==> config.mk <==
export PLATFORM = sky130hd
export DESIGN_NAME = mem_arbiter
export DESIGN_NICKNAME = d
export VERILOG_FILES = /design/src/mem_pkg.sv /design/src/mem_arbiter.sv
export SDC_FILE = /design/constraint.sdc
export NUM_CORES = 1
export LEC_CHECK = 0
export BUFFER_PORTS_ARGS = -buffer_cell sky130_fd_sc_hd__buf_2
export CAP_MARGIN = 5
export CORE_AREA = 2 2 102 104
export DETAILED_ROUTE_END_ITERATION = 6
export DIE_AREA = 0 0 104 106
export GPL_TIMING_DRIVEN = 1
export PLACE_DENSITY = 0.56
export SLEW_MARGIN = 30
export SYNTH_ARGS = -nofsm -noshare
export SYNTH_HDL_FRONTEND = slang
export SYNTH_SLANG_ARGS = --single-unit
==> constraint.sdc <==
create_clock -name vclk -period 2.55
set_clock_uncertainty 0.2 [all_clocks]
set_input_delay 0.51 -clock vclk [all_inputs]
set_output_delay 0.51 -clock vclk [all_outputs]
set_load 0.1 [all_outputs]
==> src/mem_pkg.sv <==
`default_nettype none

package mem_pkg;

    typedef logic [31:0] addr_t;
    typedef logic [31:0] mem_word_t;

    // one request format for host, data and fetch clients
    typedef struct packed {
        logic      req;
        logic      we;
        addr_t     addr;
        mem_word_t wdata;
    } mem_req_t;

endpackage

`default_nettype wire

==> src/mem_arbiter.sv <==
`timescale 1ns/1ps
`default_nettype none

module mem_arbiter (
    input  mem_pkg::mem_req_t host_req,
    input  mem_pkg::mem_req_t data_req,
    input  mem_pkg::mem_req_t fetch_req,
    output logic              host_grant,
    output logic              data_grant,
    output logic              fetch_grant,
    output mem_pkg::mem_req_t mem_req
);

    // host first, then data, then fetch
    assign host_grant  = host_req.req;
    assign data_grant  = data_req.req && !host_req.req;
    assign fetch_grant = fetch_req.req && !host_req.req && !data_req.req;

    always_comb begin
        if (host_grant) begin
            mem_req = host_req;
        end else if (data_grant) begin
            mem_req = data_req;
        end else if (fetch_grant) begin
            mem_req = fetch_req;
        end else begin
            mem_req = '0;
        end
    end

endmodule

`default_nettype wire

# --- After elaboration in Yosys (flattened, before gate mapping) ---
# Cells that the tools add are included.
# W data, S select, Z words.
totals:
  ff_bits: 0
  inputBits: 198
  wordCells: 8
op_classes:
  mux: 3
  n_reduce_logical: 5
op_table:
  columns: ["op", "n"]
  rows:
  - ["$mux W66", 3]
  - ["$logic_and A1 B1 Y1", 3]
  - ["$logic_not A1 Y1", 2]

# --- Depth between registers and ports, before layout ---
depth:
  depth_word: 6
  mapped_depth: 4

# --- Worst setup path before layout ---
# No wires, ideal clock.
synth_path:
  kind: "input-to-output"
  from: "input fetch_req[65] (netlist bit)"
  to: "output fetch_grant"
  arrival_time_ns: 2.989
  t_required_ns: 1.840
  setup_slack_ns: -1.149
  cell_stages: 3
  path_buffers: 2
  cell_sequence: "buf_4 -> buf_4 -> nor3b_1"
synth_via:
  elab_chain_len: 2
synth_lines:
  columns: ["item", "line_no", "text"]
  rows:
  - ["start, declared", "mem_arbiter.sv:7", "input mem_pkg::mem_req_t fetch_req,"]
  - ["$logic_and A1 B1 Y1 (2 in a row)", "mem_arbiter.sv:17", "assign fetch_grant = fetch_req.req && !host_req.req && !data_req.req;"]
  - ["end, declared", "mem_arbiter.sv:10", "output logic fetch_grant,"]
# Every way passes these cells.

==> impl_metrics.prom <==
# TYPE chip_impl_metric gauge
chip_impl_info{name="run_status",value="finished clean"} 1
chip_impl_metric{name="cellPowerDensity",unit="mW/mm²"} 358
chip_impl_metric{name="count_of_instances_resized_after_the_clock_tree_is_built",unit=""} 0
chip_impl_metric{name="cp_data_required_time",unit="ns"} 1.84
chip_impl_metric{name="mappedNetlistArea",unit="mm²"} 0.00207
chip_impl_metric{name="timing.max_slew.rel_slack",unit="%"} 78.8
chip_impl_info{name="critical-path-slowest-cell",value="sky130_fd_sc_hd__buf_12"} 1
chip_impl_metric{name="final_max_slew_viol_count",unit=""} 0
chip_impl_metric{name="vias",unit=""} 3040
chip_impl_metric{name="floorplan.initialDensity",unit="%"} 20.7
chip_impl_metric{name="drv_cap",unit=""} 0
chip_impl_metric{name="critical_path.max_stage_delay",unit="ns"} 0.25
chip_impl_info{name="critPathCaptureType",value="output port"} 1
chip_impl_metric{name="seq_power_share",unit="%"} 0
chip_impl_metric{name="first_global_vias",unit=""} 2940
chip_impl_metric{name="synth_area_per_cell",unit="µm²"} 6.91
chip_impl_metric{name="hold_viol",unit=""} 0
chip_impl_info{name="min_delay_path_class",value="in2out"} 1
chip_impl_metric{name="grt_start_max_net_pins",unit=""} 68
chip_impl_info{name="crit_type",value="in2out"} 1
chip_impl_metric{name="yosysWarningCount",unit=""} 0
chip_impl_metric{name="worstPathMaxFanout",unit=""} 58
chip_impl_info{name="worstHoldStart",value="fetch_req[64]"} 1
chip_impl_metric{name="yosys.cell_types.count",unit=""} 11
chip_impl_metric{name="yosysSeqAreaShare",unit="%"} 0
chip_impl_metric{name="insertedDiodeCount",unit=""} 0
chip_impl_metric{name="clock.fmax",unit="GHz"} 0.447
chip_impl_info{name="rsz_0062_raised_after_global_routing",value="false"} 1
chip_impl_metric{name="crit_arrival",unit="ns"} 1.53
chip_impl_metric{name="routed_wirelength",unit="mm"} 8.77
chip_impl_info{name="ys_top_cells_by_area",value="sky130_fd_sc_hd__a21oi_2 25%, sky130_fd_sc_hd__nand3b_1 24%, sky130_fd_sc_hd__nor2b_1 19%"} 1
chip_impl_metric{name="final-instance-count-excl-fill",unit=""} 672
chip_impl_metric{name="vdd_drop_max",unit="µV"} 162
chip_impl_metric{name="syn-num-nets",unit=""} 497
chip_impl_metric{name="floorplan.core_area",unit="mm²"} 0.0100
chip_impl_metric{name="grt_first_pass_wirelength",unit="mm"} 13.7
chip_impl_metric{name="regArea",unit="µm²"} 0
chip_impl_metric{name="grt-ovfl-total",unit=""} 0
chip_impl_metric{name="place_congestion",unit=""} 0.814
chip_impl_metric{name="synth_top_area_share",unit="%"} 25.4
chip_impl_metric{name="finalNetCount",unit=""} 736
chip_impl_metric{name="tightest_slew",unit="ns"} 0.317
chip_impl_metric{name="n_sequential_cell",unit=""} 0
chip_impl_info{name="worstPathCellList",value="buf_4 > buf_12 > a21oi_1 > a21oi_2 > buf_12"} 1
chip_impl_metric{name="clock_buffers",unit=""} 0
chip_impl_metric{name="post-cts-setup-buffers",unit=""} 0
chip_impl_metric{name="swShare",unit="%"} 62.6
chip_impl_metric{name="areaGrowthSynthToFinish",unit="%"} 117
chip_impl_info{name="cell_repeated_most_along_the_worst_path",value="sky130_fd_sc_hd__buf_12"} 1
chip_impl_metric{name="final_area",unit="mm²"} 0.00448
chip_impl_metric{name="num_rows",unit=""} 37
chip_impl_metric{name="chip_height",unit="µm"} 106
chip_impl_metric{name="avgRoutedWirePerCell",unit="µm"} 13.0
chip_impl_metric{name="drt_pre_antenna_iters",unit=""} 4
chip_impl_metric{name="drtAntennaViolNets",unit=""} 0
chip_impl_metric{name="drt-vias-per-instance",unit=""} 4.52
chip_impl_metric{name="number_of_port_buffers",unit=""} 267
chip_impl_metric{name="postCtsHoldBufs",unit=""} 0
chip_impl_metric{name="place.detailed.hpwl",unit="mm"} 7.19
chip_impl_metric{name="power.share.clock",unit="%"} 0
chip_impl_metric{name="worst_hold_path.num_cells",unit=""} 4
chip_impl_info{name="synth_area_leader_cell",value="sky130_fd_sc_hd__a21oi_2"} 1
chip_impl_metric{name="net-switching-power",unit="µW"} 1000
chip_impl_info{name="crit_start",value="host_req[65]"} 1
chip_impl_metric{name="internal_power_consumption",unit="µW"} 600
chip_impl_metric{name="cellLeakagePower",unit="µW"} 0.00196
chip_impl_metric{name="min_period",unit="ns"} 2.24
chip_impl_metric{name="number_of_endpoints_failing_setup_at_the_final_stage",unit=""} 0
chip_impl_metric{name="first_iter_violations",unit=""} 111
chip_impl_metric{name="share_of_post_route_cells_with_drive_strength_above_1",unit="%"} 63.6
chip_impl_metric{name="post-route-drc-count",unit=""} 0
chip_impl_metric{name="grt_antenna_before_repair",unit=""} 0
chip_impl_metric{name="dieArea",unit="mm²"} 0.0110
chip_impl_metric{name="grt.total_usage",unit="%"} 14.3
chip_impl_metric{name="combinationalPowerShare",unit="%"} 100.0
chip_impl_metric{name="timing.final.crit_share",unit="%"} 87.7
chip_impl_metric{name="die_x",unit="µm"} 104
chip_impl_info{name="startpoint_type",value="primary input"} 1
chip_impl_metric{name="num_io_pins",unit=""} 267
chip_impl_metric{name="placedInstanceArea",unit="mm²"} 0.00448
chip_impl_metric{name="final_core_utilization",unit="%"} 44.8
chip_impl_metric{name="place_inst",unit=""} 672
chip_impl_metric{name="syn-instance-count",unit=""} 299
[synthesized netlist by cell type, drive strengths merged]
library cell / instances
nor3b: 1
nor2b: 63
clkbuf: 13
a21oi: 130
buf: 23
or3: 1
and2b: 3
nand3b: 65
[placed cells by master, fill, tap and decap left out]
master / count
sky130_fd_sc_hd__a21oi_1: 64
sky130_fd_sc_hd__a21oi_2: 66
sky130_fd_sc_hd__and2b_1: 3
sky130_fd_sc_hd__buf_12: 74
sky130_fd_sc_hd__buf_2: 196
sky130_fd_sc_hd__buf_4: 3
sky130_fd_sc_hd__nand3b_1: 65
sky130_fd_sc_hd__nor2b_1: 62
sky130_fd_sc_hd__nor2b_2: 1
sky130_fd_sc_hd__nor3b_2: 1
sky130_fd_sc_hd__or3_1: 1
[power by group through the flow]
stage | logic [µW] | clock network (µW) | registers (µW)
after floorplan | 994 | 0 | 0
after global placement | 1600 | 0 | 0
after detailed placement | 1610 | 0 | 0
after CTS | 1610 | 0 | 0
after global routing | 1660 | 0 | 0
final | 1600 | 0 | 0
[cell type report]
cell class         count  area, µm²
repair buffers       273       2480
fillers             1006       5520
well taps            136        170
multi-input cells    263       1820
[cell families after synthesis]
logic type / Yosys count / share of synthesized area, %
simple gates: 133 / 44.5
compound gates: 130 / 42.4
buf+inv: 36 / 13.1
[worst max-delay path: cells and delay by family]
kind | cells | cell delay [ns]
buf+inv | 3 | 0.68
compound gates | 2 | 0.30
[through the flow]
step                hold slack (ns)  total power, µW  setup TNS (ns)  setup WS (ns)
floorplan                      1.03              994          -0.160         -0.160
global placement               1.22             1600               0          0.350
detailed placement             1.22             1610               0          0.323
CTS                            1.22             1610               0          0.321
global route                   1.24             1660               0          0.236
finish                         1.22             1600               0          0.313
[final timing paths]
path / endpoint / slack, ns
setup / recovery: mem_req[22] / 0.31
hold / removal: mem_req[64] / 1.22
[metal layers]
layer | wire length (µm) | part of all wire, % | GRT usage (%) | up-vias
li1 | - | - | - | 1535
met1 | 3460 | 39 | 17.1 | 1348
met2 | 4500 | 51 | 27.0 | 143
met3 | 664 | 7.6 | 2.64 | 14
met4 | 144 | 1.6 | 2.22 | 0
met5 | 0 | 0 | 0 | -
Power figures use the tool's default switching activity.
