**src/mem_pkg.sv**
```systemverilog
`default_nettype none

package mem_pkg;

    typedef logic [31:0] addr_t;
    typedef logic [31:0] mem_word_t;

    // one request format for host, data and fetch clients
    typedef struct packed {
        logic      req;
        logic      we;
        addr_t     addr;
        mem_word_t wdata;
    } mem_req_t;

endpackage

`default_nettype wire

```
**src/fetch_unit.sv**
```systemverilog
`timescale 1ns/1ps
`default_nettype none

module fetch_unit #(
    parameter mem_pkg::addr_t RESET_PC = 32'h0000_0000
) (
    input  logic               clk,
    input  logic               rst_n,
    input  logic               pc_en,
    input  logic               if_id_pipeline_en,
    input  logic               if_id_pipeline_flush,
    input  logic               jump_branch_taken,
    input  mem_pkg::addr_t     branch_target,
    input  logic               fetch_grant,
    input  mem_pkg::mem_word_t rdata,
    output mem_pkg::mem_req_t  fetch_req,
    output logic               if_id_valid,
    output mem_pkg::mem_word_t if_id_instr,
    output mem_pkg::addr_t     if_id_pc,
    output logic               fetch_granted
);

    import mem_pkg::*;

    addr_t pc;
    logic  fetch_en;

    // fetch starts one cycle after reset so the host owns memory until then
    assign fetch_req     = '{req: fetch_en, we: 1'b0, addr: pc, wdata: '0};
    assign fetch_granted = fetch_grant;

    always_ff @(posedge clk) begin
        if (!rst_n) begin
            fetch_en    <= 1'b0;
            pc          <= RESET_PC;
            if_id_valid <= 1'b0;
        end else begin
            fetch_en <= 1'b1;
            // the pc only moves past a word that was actually read
            if (jump_branch_taken) begin
                pc <= branch_target;
            end else if (pc_en && fetch_granted) begin
                pc <= pc + 32'd4;
            end
            if (if_id_pipeline_flush) begin
                if_id_valid <= 1'b0;
            end else if (if_id_pipeline_en) begin
                if_id_valid <= fetch_granted;
            end
        end
    end

    always_ff @(posedge clk) begin
        if (if_id_pipeline_en && fetch_granted) begin
            if_id_instr <= rdata;
            if_id_pc    <= pc;
        end
    end

endmodule

`default_nettype wire

```
**config.mk**
```make
export PLATFORM = sky130hd
export DESIGN_NAME = fetch_unit
export DESIGN_NICKNAME = d
export VERILOG_FILES = /design/src/mem_pkg.sv /design/src/fetch_unit.sv
export SDC_FILE = /design/constraint.sdc
export NUM_CORES = 1
export LEC_CHECK = 0
export BUFFER_PORTS_ARGS = -buffer_cell sky130_fd_sc_hd__buf_2
export CAP_MARGIN = 5
export CORE_ASPECT_RATIO = 0.7
export CORE_MARGIN = 4
export CORE_UTILIZATION = 40
export CTS_BUF_LIST = sky130_fd_sc_hd__clkbuf_16
export DETAILED_ROUTE_END_ITERATION = 10
export PLACE_DENSITY = 0.68
export REMOVE_ABC_BUFFERS = 1
export SETUP_SLACK_MARGIN = 0.2
export SLEW_MARGIN = 20
export SYNTH_ARGS = -nofsm -noshare
export SYNTH_HDL_FRONTEND = slang
export SYNTH_SLANG_ARGS = --single-unit
```
**constraint.sdc**
```tcl
create_clock -name clk -period 5.9 [get_ports clk]
set_clock_uncertainty 0.05 [all_clocks]
set_input_delay 1.18 -clock clk [delete_from_list [all_inputs] [get_ports clk]]
set_output_delay 1.18 -clock clk [all_outputs]
set_load 0.05 [all_outputs]
```
Word-level counts from Yosys, hierarchy flattened
Index checks and enable logic that the tools add are counted.

storage, ports and cells
  bits in registers = 98
  bits in latches = 0
  memory bits (writable) = 0
  memory bits (read-only) = 0
  input port bits = 71
  output and inout bits = 132
  word-level logic and storage cells = 14
  memories kept = 0

cells by class
  $add $sub $neg = 1
  multipliers = 0
  divide/modulo/power cells = 0
  $lt $le $gt $ge = 0
  equality and inequality tests = 0
  shifts and indexed selects = 0
  multiplexer cells = 3
  bitwise logic cells = 1
  reductions and logical operators = 4

operator list
  cell                                                              count
  32-bit two-way mux                                                2
  32-bit by 3-bit adder with 32-bit output (second input constant)  1
  1-bit logical AND                                                 2
  2-bit nonzero test                                                1
  2-bit OR reduction                                                1
  1-bit two-way mux                                                 1
  1-bit NOT                                                         1

Longest topological paths before layout
Gate-level depths: netlist of run 1.

  word-level depth = 3
  mapped depth = 7

Least setup slack after synthesis of run 1
Ideal clock, no wire load.

  path type = input to register
  start = in fetch_grant
  end = reg if_id_instr[0], enable pin
  setup time = 429 ps
  arrival time = 2,703 ps
  data required time = 5,421 ps
  setup slack = 2,718 ps
  stages on the path = 1
  path through = and2_1

on the way
  longest elaborated chain between the ends = 1

RTL lines
  what                    RTL line          text
  start: declaration      fetch_unit.sv:14  input logic fetch_grant,
  1-bit logical AND       fetch_unit.sv:54  if (if_id_pipeline_en && fetch_granted) begin
  end signal: assignment  fetch_unit.sv:55  if_id_instr <= rdata;
  end: declaration        fetch_unit.sv:18  output mem_pkg::mem_word_t if_id_instr,

Every way passes these cells.
A chain may end at the register's enable or synchronous reset.

Worst setup path after layout of run 1
  start = in fetch_grant
  end = out fetch_granted

RTL lines
  what              RTL line          text
  end: declaration  fetch_unit.sv:20  output logic fetch_granted

No word-level cell between the ends.

==> results.md, run 1 <==
- Bufs on Longest Clock Path: 2
- CP Capture Type: primary output
- Routed wire length: 10.60 mm
- WL per Instance: 16.96 um
- Layout Nets: 564
- Port bufs: 169
- PwrDens: 324.0 nW/um2
- Crit-path slowest cell: buf_2
- Status: completed
- Most common cell after layout, fill and taps aside: buf_2
- Min Tclk post-route: 2.816 ns
- Setup Buffers After CTS: 0
- CP Class: input pin to primary output
- Tot GR Track Use: 17.55%
- Most frequent cells in the layout: buf_2, edfxtp_1, dfxtp_1
- Top post-synthesis cells by area: edfxtp_1, dfxtp_1, buf_4, o21ai_0, nand4_1
- Switching share of total power: 32.32%
- Fin Setup TNS: 0 ns
- Flop-to-flop setup slack: 3.56 ns
- Final design area excluding fillers: 5154 um2
- Share of the synthesized area in the top cell type: 47.35%
- Core Footprint: 9797 um2
- CTS tree: done
- Final Util: 52.61%
- Post-synthesis cell count: 330
- FILL cells: 886
- F_max: 0.3552 GHz
- Clock insertion delay at the later pin of the skew report: 0.34 ns
- Synth Register Bits: 98
- Vias in the first global route: 3,007
- CP Max Fanout: 6
- Total congestion overflow: 0
- Setup WS post-layout: 3.084 ns
- MaxCap Viol Count: 0
- EDFF count, synth: 64
- Synth async-reset ratio: 0%
- Avg Inst Size Synth: 12.30 um2
- Crit-path most repeated cell: buf_2
- Antenna Nets Post-Route: 0
- WP data arrival: 1.59 ns
- Relative slew margins: 38.94%
- Largest net degree at the start of global routing: 66
- RSZ-0062 raised after global routing: false
- Synthesized cell area: 4059 um2
- Initial antenna violation count: 1
- Endpoints failing setup: 0
- Cell family with most CP delay: buffers and inverters
- 1st-iter DRT viols: 155
- Via-to-Cell Ratio: 5.026
- Leakage: 2.159 nW
- Sequential power share: 48.3%
- Die footprint: 11,850 um2
- Initial Util: 41.43%
- DRT Pass-1 Iters: 5
- Critical path's largest stage delay: 0.27 ns
- CP startpoint kind: input pin
- GPL Wtd Cong: 0.7706
- H-tree depth: 3
- Synth Warn #: 0
- CTS Sinks: 98
- Hold crit path type: flip-flop to flip-flop
- Worst-path cell chain: buf_2, buf_2
- Int Power: 0.001130 W
- Root Driver: clkbuf_16
- Pre-CTS WS: 2.856 ns
- CTS clk-pin slew, worst paths: 0.07 ns
- Die Y: 92.28 um
- Slew @ Worst Pin: 0.9083 ns
- Max Slew Vio Count: 0
- Cts hold-fix bufs: 0
- Clock power share: 33.4%
- WP data required: 4.67 ns
- # IOs: 203
- Final worst-path cycle share: 47.72%
- Layout cells sized above 1: 38.63%
- Antenna cells: 0
- CP bufs+invs: 2
- First-pass GRT wire length: 16.05 mm
- Die X: 128.4 um
- Cts bufs inserted: 9
- Sequential-to-total area share from yosys stat: 64.12%
- Combinational share of power: 18.2%
- P_sw: 0.0005398 W
- P&R area growth vs syn: 26.97%
- DRC Markers: 0
- Standard-cell rows: 30
- Synth Flop Type: edfxtp_1
- Final Hold Viols: 0
- Placed Area: 4870 um2
- Hpwl dp: 7.849 mm
- Worst IR Drop VDD: 144.4 uV
- Vias: 3,141
- Yosys top cell by area: edfxtp_1
- Post_cts resized: 0
- Distinct cells, synth: 40
cell usage after synthesis (4+ instances only):
library cell,instances
a31oi_1,10
nand2b_1,4
nand3_1,9
o21ai_0,29
buf_4,35
and2_1,4
a21oi_1,6
clkbuf_1,15
nor2_1,6
nor3_1,6
dfxtp_1,34
nor2b_1,6
xnor2_1,7
o211a_1,4
o31ai_1,5
nand2_1,16
or3_1,7
nand4_1,11
inv_1,6
or4_1,7
edfxtp_1,64
nor4_1,5
a311oi_1,5
final cells by class:
class	count	area, um2	area share (%)
tap	128	160.2	3.108
sequential	98	2603	50.50
timing repair buffer	170	853.3	16.56
inverter	6	22.52	0.4370
clock inverter	7	58.81	1.141
multi-input combinational	207	1231	23.89
clock buffer	9	225.2	4.370
power by group through the flow:
stage | Sequential [W] | Clock, W | Combinational, W
2_1_floorplan | 0.000958 | 0 | 0.0000829
3_3_place_gp | 0.000821 | 0 | 0.000302
3_5_place_dp | 0.000823 | 0 | 0.000306
4_1_cts | 0.000807 | 0.000576 | 0.000306
5_1_grt | 0.000813 | 0.000609 | 0.000320
6_report | 0.000807 | 0.000559 | 0.000305
path summary, 6_finish.rpt:
path | end | depth (start not counted) | from
max reg2reg | pc[29] | 4 | pc[5]
max | fetch_granted | 2 | fetch_grant
min | if_id_pc[0] | 0 | pc[0]
min reg2reg | if_id_pc[0] | 0 | pc[0]
metrics by stage:
step,power (W),hold slack [ns],std cells
6_report,0.001670,0.4172,625
5_1_grt,0.001742,0.4440,625
4_1_cts,0.001689,0.4178,625
3_5_place_dp,0.001128,0.3901,609
3_3_place_gp,0.001122,0.3875,609
2_1_floorplan,0.001041,0.6638,311
flip-flops by register name, indices dropped and copies added, names as in the netlist:
name         cells
if_id_pc        32
pc              32
if_id_valid      1
fetch_en         1
if_id_instr     32
logic make-up after synthesis:
logic type | count (synthesis) | synth area share, %
xor+xnor | 10 | 2.158
compound gates | 65 | 10.05
mux | 3 | 0.7399
flops | 98 | 64.12
fa+ha+maj | 1 | 0.3082
simple gates | 95 | 13.99
other cells | 1 | 0.09239
buf+inv | 57 | 8.539
layer usage:
metal  vias up  global-route usage [%]  share of wire, %
li1       1497                       -                 -
met1      1470                   24.17                45
met2       164                   26.17                44
met3         8                   6.054               9.6
met4         2                   5.035               1.0
met5         -                       0              0.10
worst reg2reg max path, delay by kind of cell (launching register included):
kind            cells  cell delay (ns)
compound gates      1             0.17
simple gates        3             1.48
flops               1             0.57
Power figures use the tool's default switching activity.
==> run 2, diff against run 1 <==
PLACE_DENSITY = 0.71   (was 0.68)
clock period = 2.5 ns   (was 5.9 ns; I/O delays follow)
==> run 2 against run 1 <==
Against the previous run: sequential power grew 130%; clock-buffer cell count stayed put; die area stayed put; sequential share of layout area is 0.89 points lower; combinational power rose by 140%; power is 140% higher; final cell count up 1.9%; critical path depth grew 2; non-clock buffer count rose by 12; clock power grew 130%; sequential cell count unchanged; register-to-register slack got worse by 3.3 ns; critical path type is now flip-flop to flip-flop; critical endpoint is now pc[29].
==> results.md, run 2 (synthesized netlist as in run 1, its figures left out) <==
- Status: completed
- Vias in the first global route: 2,982 (-0.83%)
- Tot GR Track Use: 17.12% (-0.43 points)
- CP Class: flip-flop to flip-flop
- Dpl cells: 621 (+2.0%)
- Fin Setup TNS: 0 ns (unchanged)
- Non-filler cells, final: 637 (+1.9%)
- FILL cells: 875 (-1.2%)
- Initial Util: 41.43% (unchanged)
- Most common cell after layout, fill and taps aside: buf_2
- Footprint of the multi-input gates: 1231 um2 (unchanged)
- M1 GR Usage: 23.15% (-1.0 points)
- H-tree depth: 3 (unchanged)
- DRT Pass-1 Iters: 4 (-1)
- CTS clk-pin slew, worst paths: 0.07 ns (about the same)
- Total congestion overflow: 0 (unchanged)
- Largest regs: if_id_instr x32, if_id_pc x32, pc x32
- WP data arrival: 2.42 ns (+0.83 ns)
- Final worst-path cycle share: 88.03%
- Via-to-Cell Ratio: 4.911 (-2.3%)
- Max Slew Vio Count: 0 (unchanged)
- Met3 global-route usage: 6.519% (+0.47 points)
- PwrDens: 752.6 nW/um2 (+130%)
- 1st-iter DRT viols: 165 (+6.5%)
- Final Hold Viols: 0 (unchanged)
- Final Util: 53.55% (+0.94 points)
- CTS tree: done
- Worst IR Drop VDD: 410.4 uV (+180%)
- RSZ-0062 raised after global routing: false
- DRC Markers: 0 (unchanged)
- Routed wire length: 10.40 mm (-1.9%)
- Min Tclk post-route: 2.201 ns
- Smallest hold slack: 0.2647 ns (-0.1526 ns)
- Most frequent cells in the layout: buf_2, edfxtp_1, dfxtp_1
- WL per Instance: 16.33 um (-3.7%)
- Hpwl dp: 7.710 mm (-1.8%)
- Largest net degree at the start of global routing: 44 (-33%)
- Clock insertion delay at the later pin of the skew report: 0.34 ns (about the same)
- CTS Sinks: 98 (unchanged)
- FF/Latch Area: 2603 um2 (unchanged)
- Vias: 3,128 (-0.41%)
- Die Y: 92.28 um (unchanged)
- Layout cells sized above 1: 39.88% (+1.3 points)
- CP Capture Type: flip-flop
- Core Footprint: 9797 um2 (unchanged)
- Setup Buffers After CTS: 0 (unchanged)
- First-pass GRT wire length: 15.61 mm (-2.8%)
- Die footprint: 11,850 um2 (unchanged)
- Port bufs: 169 (unchanged)
- Die X: 128.4 um (unchanged)
- GPL Wtd Cong: 0.8245 (+7.0%)
- CP Max Fanout: 8 (+2)
- F_max: 0.4544 GHz
- Initial antenna violation count: 1 (unchanged)
- Cts bufs inserted: 9 (unchanged)
- Cts hold-fix bufs: 0 (unchanged)
- Root Driver: clkbuf_16
- Layout Nets: 576 (+2.1%)
- Grt met2 use: 25.39% (-0.78 points)
- GR peak layer: met2
- Hold crit path type: input pin to flip-flop
- Relative slew margins: 60.43% (+21 points)
- MaxCap Viol Count: 0 (unchanged)
- Antenna Nets Post-Route: 0 (unchanged)
- Endpoints failing setup: 0 (unchanged)
- Antenna cells: 0 (unchanged)
- # IOs: 203 (unchanged)
- P&R area growth vs syn: 29.25%
- Bufs on Longest Clock Path: 2 (unchanged)
- CP startpoint kind: flip-flop
- Standard-cell rows: 30 (unchanged)
- Slew @ Worst Pin: 0.5936 ns (-0.3147 ns)
- Post_cts resized: 0 (unchanged)
- WP data required: 2.72 ns (-1.95 ns)
- Leakage: 2.222 nW (+2.9%)
-- run 2: area by class of cell --
type | count | area share, %
tap | 128 | 3.053
clock buffer | 9 | 4.293
inverter | 6 | 0.4293
sequential | 98 | 49.61
multi-input combinational | 207 | 23.47
timing repair buffer | 182 | 17.98
clock inverter | 7 | 1.169
-- run 2: final timing paths --
path	slack [ns]	cells past startpoint	to	from
setup / recovery	0.30	4	pc[29]	pc[18]
hold / removal	0.26	2	if_id_valid	if_id_pipeline_flush
setup reg to reg	0.30	4	pc[29]	pc[18]
hold reg to reg	0.41	0	if_id_pc[1]	pc[1]
-- run 2: layer usage --
layer	vias up	wire length [um]
li1	1522	-
met1	1432	4729
met2	160	4399
met3	12	1120
met4	2	140
met5	-	13
-- run 2: critical path, cell delays in order (launching register included) --
cell and delay (ns):
dfxtp_1 0.46, nand4_1 0.24, or4_1 0.67, or4_1 0.54, a31oi_1 0.17
-- run 2: report_power, final --
| part | switching, W | internal [W] | total (W) |
|---|---|---|---|
| Clock | 0.000620 | 0.000694 | 0.00131 |
| Combinational | 0.000588 | 0.000155 | 0.000744 |
| Sequential | 0.0000608 | 0.00183 | 0.00189 |
| Total | 0.00127 | 0.00268 | 0.00395 |
-- run 2: stage by stage --
step                setup WS, ns  cell area, um2  total power [W]
finish                    0.2993            5246         0.003948
CTS                       0.2886            5246         0.004000
detailed placement        0.3028            4960         0.002674
global route              0.2106            5246         0.004126
floorplan              -0.002060            3855         0.002456
global placement          0.3596            4960         0.002664
