`src/core_pkg.sv`:
```
`default_nettype none

package core_pkg;

    typedef logic [31:0] xlen_t;
    typedef logic [4:0]  reg_idx_t;

    // major opcodes of the RV32I subset this core executes
    typedef enum logic [6:0] {
        OP_RTYPE  = 7'b0110011,
        OP_ITYPE  = 7'b0010011,
        OP_LOAD   = 7'b0000011,
        OP_JALR   = 7'b1100111,
        OP_STORE  = 7'b0100011,
        OP_BRANCH = 7'b1100011,
        OP_JAL    = 7'b1101111
    } opcode_e;

    // ALU funct3 codes, where SUB shares ADD and is told apart by funct7 bit 5
    localparam logic [2:0] F3_ADD_SUB = 3'b000;
    localparam logic [2:0] F3_OR      = 3'b110;
    localparam logic [2:0] F3_AND     = 3'b111;

    // only word accesses exist
    localparam logic [2:0] F3_LW_SW   = 3'b010;

    localparam logic [2:0] F3_BEQ     = 3'b000;
    localparam logic [2:0] F3_BNE     = 3'b001;

    // everything execute needs from decode
    typedef struct packed {
        logic       valid;
        opcode_e    opcode;
        logic [2:0] funct3;
        logic       funct7_b5;
        reg_idx_t   rd;
        xlen_t      op_a;
        xlen_t      op_b;
        xlen_t      imm;
        xlen_t      pc;
    } id_ex_t;

endpackage

`default_nettype wire

```
`src/decode_unit.sv`:
```
`timescale 1ns/1ps
`default_nettype none

module decode_unit (
    input  logic               clk,
    input  logic               rst_n,
    input  logic               if_id_valid,
    input  core_pkg::xlen_t    if_id_instr,
    input  core_pkg::xlen_t    if_id_pc,
    input  logic               id_ex_pipeline_flush,
    input  logic               ex_fwd_valid,
    input  core_pkg::reg_idx_t ex_fwd_rd,
    input  core_pkg::xlen_t    ex_fwd_data,
    input  logic               wb_valid,
    input  core_pkg::reg_idx_t wb_rd,
    input  core_pkg::xlen_t    wb_data,
    output core_pkg::reg_idx_t id_rs1,
    output core_pkg::reg_idx_t id_rs2,
    output logic [6:0]         opcode,
    output logic               invalid_inst,
    output core_pkg::id_ex_t   id_ex
);

    import core_pkg::*;

    xlen_t      regs [32];
    logic [2:0] funct3;
    logic       known_op;
    xlen_t      imm;
    id_ex_t     id_ex_d;

    assign opcode = if_id_instr[6:0];
    assign funct3 = if_id_instr[14:12];
    assign id_rs1 = if_id_instr[19:15];
    assign id_rs2 = if_id_instr[24:20];

    // **************************************************
    // register file with forwarding
    // **************************************************

    // the EX result is newer than the one being written back, so it wins
    function automatic xlen_t read_reg(input reg_idx_t idx);
        xlen_t val;
        if (idx == '0) begin
            val = '0;
        end else if (ex_fwd_valid && ex_fwd_rd == idx) begin
            val = ex_fwd_data;
        end else if (wb_valid && wb_rd == idx) begin
            val = wb_data;
        end else begin
            val = regs[idx];
        end
        return val;
    endfunction

    always_ff @(posedge clk) begin
        if (wb_valid && wb_rd != '0) begin
            regs[wb_rd] <= wb_data;
        end
    end

    // **************************************************
    // field decode
    // **************************************************

    // byte and halfword accesses count as unknown
    always_comb begin
        case (opcode)
            OP_RTYPE, OP_ITYPE, OP_JALR, OP_BRANCH, OP_JAL: known_op = 1'b1;
            OP_LOAD, OP_STORE: known_op = funct3 == F3_LW_SW;
            default: known_op = 1'b0;
        endcase
    end

    assign invalid_inst = if_id_valid && !known_op;

    always_comb begin
        case (opcode)
            OP_STORE: imm = {{20{if_id_instr[31]}}, if_id_instr[31:25], if_id_instr[11:7]};
            OP_BRANCH: imm = {{19{if_id_instr[31]}}, if_id_instr[31], if_id_instr[7],
                              if_id_instr[30:25], if_id_instr[11:8], 1'b0};
            OP_JAL: imm = {{11{if_id_instr[31]}}, if_id_instr[31], if_id_instr[19:12],
                           if_id_instr[20], if_id_instr[30:21], 1'b0};
            default: imm = {{20{if_id_instr[31]}}, if_id_instr[31:20]};
        endcase
    end

    always_comb begin
        id_ex_d.valid     = if_id_valid && !id_ex_pipeline_flush;
        id_ex_d.opcode    = opcode_e'(opcode);
        id_ex_d.funct3    = funct3;
        id_ex_d.funct7_b5 = if_id_instr[30];
        id_ex_d.rd        = if_id_instr[11:7];
        id_ex_d.op_a      = read_reg(id_rs1);
        id_ex_d.op_b      = read_reg(id_rs2);
        id_ex_d.imm       = imm;
        id_ex_d.pc        = if_id_pc;
    end

    always_ff @(posedge clk) begin
        if (!rst_n) begin
            id_ex <= '0;
        end else begin
            id_ex <= id_ex_d;
        end
    end

endmodule

`default_nettype wire

```
`config.mk`:
```
export PLATFORM = sky130hd
export DESIGN_NAME = decode_unit
export DESIGN_NICKNAME = d
export VERILOG_FILES = /design/src/core_pkg.sv /design/src/decode_unit.sv
export SDC_FILE = /design/constraint.sdc
export NUM_CORES = 1
export LEC_CHECK = 0
export BUFFER_PORTS_ARGS = -buffer_cell sky130_fd_sc_hd__clkbuf_2
export CORE_ASPECT_RATIO = 0.9
export CORE_MARGIN = 3
export CORE_UTILIZATION = 40
export DETAILED_ROUTE_END_ITERATION = 6
export MAX_ROUTING_LAYER = met4
export SETUP_SLACK_MARGIN = 0.5
export SLEW_MARGIN = 20
export SYNTH_ARGS = -nofsm -noshare
export SYNTH_HDL_FRONTEND = slang
export SYNTH_SLANG_ARGS = --single-unit
```
`constraint.sdc`:
```
create_clock -name clk -period 3.4 [get_ports clk]
set_input_delay 0.68 -clock clk [delete_from_list [all_inputs] [get_ports clk]]
set_output_delay 0.68 -clock clk [all_outputs]
set_load 0.01 [all_outputs]
```
# --- Word level (Yosys, flattened, before mapping) ---
# Memory sizes are Yosys's and may differ from the RTL's.
# Index checks and enable logic that the tools add are counted.
# Widths: inputs -> output; s select.
word_totals:
  ram_bits: 1024
  mem_count: 1
  input_bits: 144
  word_cells: 47
  ff_bits: 134
  output_inout_bits: 163
memory_table:
  columns: ["memory", "words", "word_bits", "read_ports", "rd_clocked_by_memory_dff", "wr", "line", "text"]
  rows:
  - ["regs", 32, 32, 2, 0, 1, "decode_unit.sv:26", "xlen_t regs [32];"]
classes:
  n_eq_ne: 12
  n_reduce_logical: 16
  mux: 8
  bitwise_logic: 1
op_table:
  columns: ["op", "count"]
  rows:
  - ["$mux 32", 4]
  - ["$pmux 20 s3", 1]
  - ["$eq 7x7->1 const B", 3]
  - ["$eq 5x5->1", 4]
  - ["$eq 7x6->1 const B", 2]
  - ["$logic_not 5->1", 2]
  - ["$eq 7x2->1 const B", 1]
  - ["$eq 7x5->1 const B", 1]
  - ["$logic_and 1x1->1", 7]
  - ["$reduce_or 2->1", 3]
  - ["$reduce_bool 5->1", 1]
  - ["$reduce_or 5->1", 1]
  - ["$eq 3x2->1 const B", 1]
  - ["$logic_not 1->1", 2]
  - ["$mux 1", 2]
  - ["$pmux 1 s2", 1]
  - ["$not 1->1", 1]

# --- Depth between registers and ports, before layout ---
# Gate-level depths: netlist of the first run.
depth:
  word_depth: 5
  ltp_mapped: 10
  depth_no_buf: 5

# --- Least setup slack after synthesis of the first run ---
# OpenSTA, ideal clock, no wires.
synth_path:
  kind: "input to register"
  startpoint: "in wb_rd[3]"
  endpoint: "mem regs[25][0] (netlist bit) (enable)"
  required_ps: 2979
  n_path_buf: 1
  slack_ps: 348
  arrival_ps: 2631
  setup_time_ps: 421
  stages: 4
  path_cell_list: "clkbuf_1 nor2b_1 nand3_1 nor2_1"
synth_between:
  elab_chain_len: 4
synth_lines:
  columns: ["element", "line", "text"]
  rows:
  - ["start: declaration", "decode_unit.sv:15", "input core_pkg::reg_idx_t wb_rd,"]
  - ["$reduce_bool 5->1", "decode_unit.sv:57", "if (wb_valid && wb_rd != '0) begin"]
  - ["$logic_and 1x1->1", "decode_unit.sv:57", null]
  - ["$mux 1", "decode_unit.sv:57", null]
  - ["$mux 1 (implied by the code)", "decode_unit.sv:58", "regs[wb_rd] <= wb_data;"]
  - ["end: declaration", "decode_unit.sv:26", null]
# Parallel ways exist; a longest one is shown, timed or not.

# --- Final worst setup path of the first run ---
layout_path:
  startpoint: "in if_id_instr[15]"
  endpoint: "reg id_ex[96] (netlist bit)"
layout_between:
  elab_chain_len: 4
  elab_cells_between_ends: 9
  cone_classes: "2 x eq/ne; 2 x mux; 4 x reduce/logical; 1 x memory"
layout_lines:
  columns: ["element", "line", "text"]
  rows:
  - ["start: declaration", "decode_unit.sv:8", "input core_pkg::xlen_t if_id_instr,"]
  - ["branches (longest 4 deep; another with $mem_v2 32x32)", null, null]
  - ["end signal: assignment", "decode_unit.sv:104", "id_ex <= id_ex_d;"]
  - ["end: declaration", "decode_unit.sv:21", "output core_pkg::id_ex_t id_ex"]
# Parallel ways; which one is timed is not known.
# A chain may end at the register's enable or synchronous reset.

==> results of run 1 <==
worst max-delay path by stage:
stage                     depth (start not counted)           to  slack [ns]       startpoint
after global placement                            8    id_ex[97]       -0.23  if_id_instr[15]
final                                             8    id_ex[96]        0.54  if_id_instr[15]
after floorplan                                   4  regs[25][0]        0.35         wb_rd[3]
after global routing                              8    id_ex[97]        0.55  if_id_instr[15]
after detailed placement                          8    id_ex[97]       -0.20  if_id_instr[15]
after CTS                                         8    id_ex[97]        0.55  if_id_instr[15]
registers in the layout (all words and copies together), names as in the netlist:
register and count:
id_ex 133, regs 1024
cell families after synthesis:
logic type / share of synthesized area (%)
flops: 64.2
xor+xnor: 0.337
mux: 23.5
other cells: 0.00721
buf+inv: 2.64
simple gates: 2.83
compound gates: 6.45
synthesized netlist by cell type (all sizes together) (5+ instances only):
cell,n
nand3,19
a21oi,33
or2,32
a221oi,32
a221o,64
o21ai,5
nor4,37
a21boi,13
mux4,383
edfxtp,1024
xnor2,8
nor2b,8
dfxtp,133
mux2,62
and2,91
a2111oi,93
xor2,12
nor2,38
o22ai,62
nand2,15
a22o,33
o221ai,66
clkbuf,133
buf,143
mux2i,290
through the flow:
step                      util [%]  power (W)
after global routing          48.0     0.0331
after detailed placement      44.9     0.0192
after global placement        44.9     0.0191
final                         48.0     0.0321
after floorplan                  -     0.0178
after CTS                     48.0     0.0323
metal layers:
metal / vias up / global-route usage, % / share of wire [%]
li1: 13000 / - / -
met4: 0 / 9.80 / 4.0
met3: 423 / 6.39 / 12
met1: 17600 / 37.1 / 39
met2: 2480 / 39.8 / 45
met5: - / - / 0
final cells by class:
| cell class | instances | area [sq um] |
|---|---|---|
| clock buffers | 146 | 3100 |
| flip-flops and latches | 1157 | 33400 |
| repair buffers | 535 | 4300 |
| clock inverters | 75 | 793 |
| multi-input cells | 1454 | 17700 |
| well taps | 1701 | 2130 |
| inverters | 4 | 15.0 |
| diodes | 6 | 15.0 |
| fillers | 10600 | 66600 |
power breakdown:
part | internal (W) | switching [W] | leakage [nW]
Clock | 0.00765 | 0.00552 | 1.90
Sequential | 0.0158 | 0.000173 | 10.4
Combinational | 0.00128 | 0.00172 | 8.70
Total | 0.0247 | 0.00742 | 21.0
critical path, cell delays in order:
cell and delay [ns]:
buf_8 0.14, buf_12 0.23, buf_12 0.22, mux4_2 0.51
mux2_2 0.28, a2111oi_0 0.76, a2111oi_0 0.28, a221o_1 0.32
==> flow_summary.toml, run 1 <==
[timing]
worstMarginPinSlew_ns = 1.17
max_freq_mhz = 350
setup_viol = 0
rsz0062_at_grt = "no"
fin_crit_sh_pct = 84.1
setup_slack_ns = 0.541
maxSlewHeadroom_pct = 21.5
hold_viol = 0
drv_slew = 0
period_needed_ns = 2.86
setup_tns_ns = 0
fin_skew_ns = 0.0205
whs_ns = 0.178

[power]
ir_worst_vdd_mv = 0.430
power_leakage_nw = 21.0
power_density_nw_per_um2 = 523

[logic_synthesis]
syn-instance-count = 2860
synth_seq_area_share_pct = 64.2
synth-edff-count = 1024
synth.distinct_cells = 52
netlist_area_sq_um = 52000
ys_ff_latch = 1157
yosysTopAreaCell = "edfxtp_1"
synth_area_leaders = "edfxtp_1 59%, mux4_2 17%, mux2i_1 5.6%"
yosysTopAreaCellShare_pct = 59.1
synthFlopType = "edfxtp_1"
synth_warnings = 0
syn_area_per_cell_sq_um = 18.2
async_flop_share_pct = 0

[layout]
finalNonFillerCells = 5078
final_common_cell = "edfxtp_1"
fin_nets = 3413
syn2layout_area_growth_pct = 18.1
final_cell_mix = "1024 x edfxtp_1, 383 x mux4_2, 298 x clkbuf_2"
final_area_sq_um = 61400
drive_above_1_share_pct = 36.5

[setup_path]
required_ns = 4.02
reg2regPathDepth = 7
path_class = "input pin to register"
end_kind = "register"
reg2reg_to = "id_ex[98]"
crit_arrival_ns = 3.48
r2r-start = "regs[31][2]"
crit_path_start_kind = "input pin"
reg2reg_slack_ns = 0.66
cp_max_fo = 18

[grt]
grt.total_usage_pct = 27.1
grt_pass1_wl_microns = 251000
grt_pass1_vias = 33500
grt_max_degree = 70
antenna_found_initial = 15
grt_overflow = 0

[floorplanning]
io_pins = 307
die-height_microns = 348
fp.coreArea_sq_um = 128000
dieWidth_microns = 386
dieArea_sq_um = 134000
rows = 124
floorplan.initialDensity_pct = 40.6

[placed_design]
portBuffers = 306
placedCellCount = 4851
gp_congestion = 0.914
pre_cts_ws_ns = -0.205
dp_hpwl_microns = 110000
place_area_sq_um = 57500

[worst_hold_path]
hold_path.class = "input pin to register"
whs_endpoint = "id_ex[37]"
hold_start = "if_id_instr[25]"
whs_path_depth = 2

[drt]
vias = 33400
totalWireLength_microns = 180000
first_iter_violations = 4388
first_pass_iters = 5
ant_nets = 0
routedWlPerCell_microns = 35.5
drc = 0
vias_per_cell = 6.58

[clocking]
numClockSinks = 1157
clockRootBuffer = "clkbuf_16"
cts.hold.buffers_added = 0
post-cts-setup-buffer-count = 0
clk_latency_ns = 0.72
clk_path_buf_depth = 3
cts.repair.resized = 0
clk_pin_slew_ns = 0.06
h-tree-depth = 3
cts_tree = "done"
cts_made_buffers = 117

[run]
drv_cap = 0

[run_status]
status = "finished, final reports clean"
(Power assumes the default switching activity.)
==> inputs of run 2 (changes only) <==
==> constraint.sdc (replaced) <==
create_clock -name clk -period 2.9 [get_ports clk]
set_input_delay 0.58 -clock clk [delete_from_list [all_inputs] [get_ports clk]]
set_output_delay 0.58 -clock clk [all_outputs]
set_load 0.01 [all_outputs]
==> flow_summary.toml, run 2 (synthesis results as in run 1) <==
[drt]
ant_nets = 0
first_pass_iters = 7
vias_per_cell = 6.47
drc = 0
first_iter_violations = 4459
vias = 33500
totalWireLength_microns = 177000
routedWlPerCell_microns = 34.3

[run]
drv_cap = 0

[timing]
setup_viol = 0
hold_viol = 0
setup_tns_ns = 0
fin_crit_sh_pct = 83.2
period_needed_ns = 2.41
drv_slew = 0
fin_skew_ns = 0.0277
worstMarginPinSlew_ns = 1.22
rsz0062_at_grt = "yes"
max_freq_mhz = 414
maxSlewHeadroom_pct = 18.7
setup_slack_ns = 0.487

[layout]
nFillCells = 10400
fin_nets = 3518
finalNonFillerCells = 5180
largest_register_ff_count = 1024
max_flop_register = "regs"
final_cell_mix = "1024 x edfxtp_1, 383 x mux4_2, 299 x clkbuf_2"
final_common_cell = "edfxtp_1"
top_regs = "regs x1024, id_ex x133"
syn2layout_area_growth_pct = 20.8
drive_above_1_share_pct = 39.8

[floorplanning]
io_pins = 307
dieArea_sq_um = 134000
fp.coreArea_sq_um = 128000
die-height_microns = 348
rows = 124
floorplan.initialDensity_pct = 40.6
dieWidth_microns = 386

[power]
power_leakage_nw = 21.6
power_density_nw_per_um2 = 603
power.total_w = 0.0379
ir_worst_vdd_mv = 0.461

[setup_path]
crit_path_start_kind = "register"
required_ns = 3.48
crit_path_frequent_cell = "buf_4"
path_class = "register to register"
critPathSlowestCell = "mux4_2"
cp_max_fo = 2
crit_arrival_ns = 3.00
end_kind = "register"
cp_cell_sequence = "mux4_2, mux2_2, a2111oi_4, buf_4, a2111oi_1, buf_4, a221o_1"
crit_path_max_incr_delay_ns = 0.49

[clocking]
cts_tree = "done"
clk_path_buf_depth = 3
numClockSinks = 1157
cts.hold.buffers_added = 0
clk_latency_ns = 0.72
h-tree-depth = 3
clk_pin_slew_ns = 0.06
clockRootBuffer = "clkbuf_16"
cts_made_buffers = 117

[grt]
grt_pass1_wl_microns = 250000
grt_pass1_vias = 34300
grt_overflow = 0
grt_max_degree = 70
grt.total_usage_pct = 26.8
antenna_found_initial = 11

[placed_design]
dp_hpwl_microns = 112000
pre_cts_ws_ns = -0.537
portBuffers = 306
gp_congestion = 0.913
placedCellCount = 4955

[run_status]
status = "finished, final reports clean"

[worst_hold_path]
hold_path.class = "input pin to register"
## run 2: cell types whose count changed in the layout (fill, tap and decap cells not counted), sizes merged
cell / previous run / this run
clkbuf: 444 / 464
clkinv: 51 / 33
bufinv: 16 / 10
diode: 6 / 7
buf: 237 / 342
## run 2: layout make-up
type                            count  area, sq um  area share [%]
Multi-Input combinational cell   1454        17900            28.6
Sequential cell                  1157        33400            53.2
Clock buffer                      166         3440            5.48
Tap cell                         1701         2130            3.39
Antenna cell                        7         17.5          0.0279
Inverter                            4         15.0          0.0239
Clock inverter                     51          523           0.832
Timing Repair Buffer              640         5360            8.53
## run 2: final timing paths
| check | slack, ns | depth (start not counted) | startpoint | endpoint |
|---|---|---|---|---|
| worst min-delay path | 0.08 | 2 | if_id_instr[26] | id_ex[38] |
| worst max-delay path | 0.49 | 7 | regs[31][5] | id_ex[101] |
| worst min register to register | 0.90 | 4 | regs[18][30] | id_ex[94] |
| worst max register to register | 0.49 | 7 | regs[31][5] | id_ex[101] |
## run 2: what timing repair did
action | 4_1_cts | 5_1_grt
cloned | 0 | 0
buffers inserted | 0 | 1
pin swaps | 0 | 1
setup endpoints to repair | 19 | 41
resized for setup | 32 | 54
## run 2: layer usage
| layer | track usage, % | wire [microns] | share of wire, % | vias up |
|---|---|---|---|---|
| li1 | - | - | - | 13200 |
| met1 | 35.8 | 69900 | 39 | 17600 |
| met2 | 40.7 | 82000 | 46 | 2293 |
| met3 | 5.70 | 18700 | 11 | 433 |
| met4 | 9.97 | 6860 | 3.9 | 0 |
| met5 | - | 0 | 0 | - |
## run 2: critical path: cells and delay by family (launching register included)
| kind | cells | cell delay (ns) |
|---|---|---|
| flip-flops | 1 | 0.39 |
| buffers and inverters | 2 | 0.33 |
| multiplexers | 2 | 0.80 |
| AO/OA/AOI/OAI | 3 | 0.76 |
## run 2: through the flow
step                hold slack [ns]  util [%]  cell area [sq um]
global placement              0.792      45.7              58500
CTS                          0.0401      48.9              62600
detailed placement            0.792      45.7              58500
finish                       0.0807      49.1              62800
floorplan                     0.679         -              52200
global route                 0.0630      49.1              62800
## run 2: where the power goes
part,leakage (nW),internal [W],total [W],switching (W)
Clock,1.95,0.00912,0.0155,0.00641
Combinational,9.33,0.00165,0.00371,0.00206
Sequential,10.4,0.0185,0.0187,0.000192
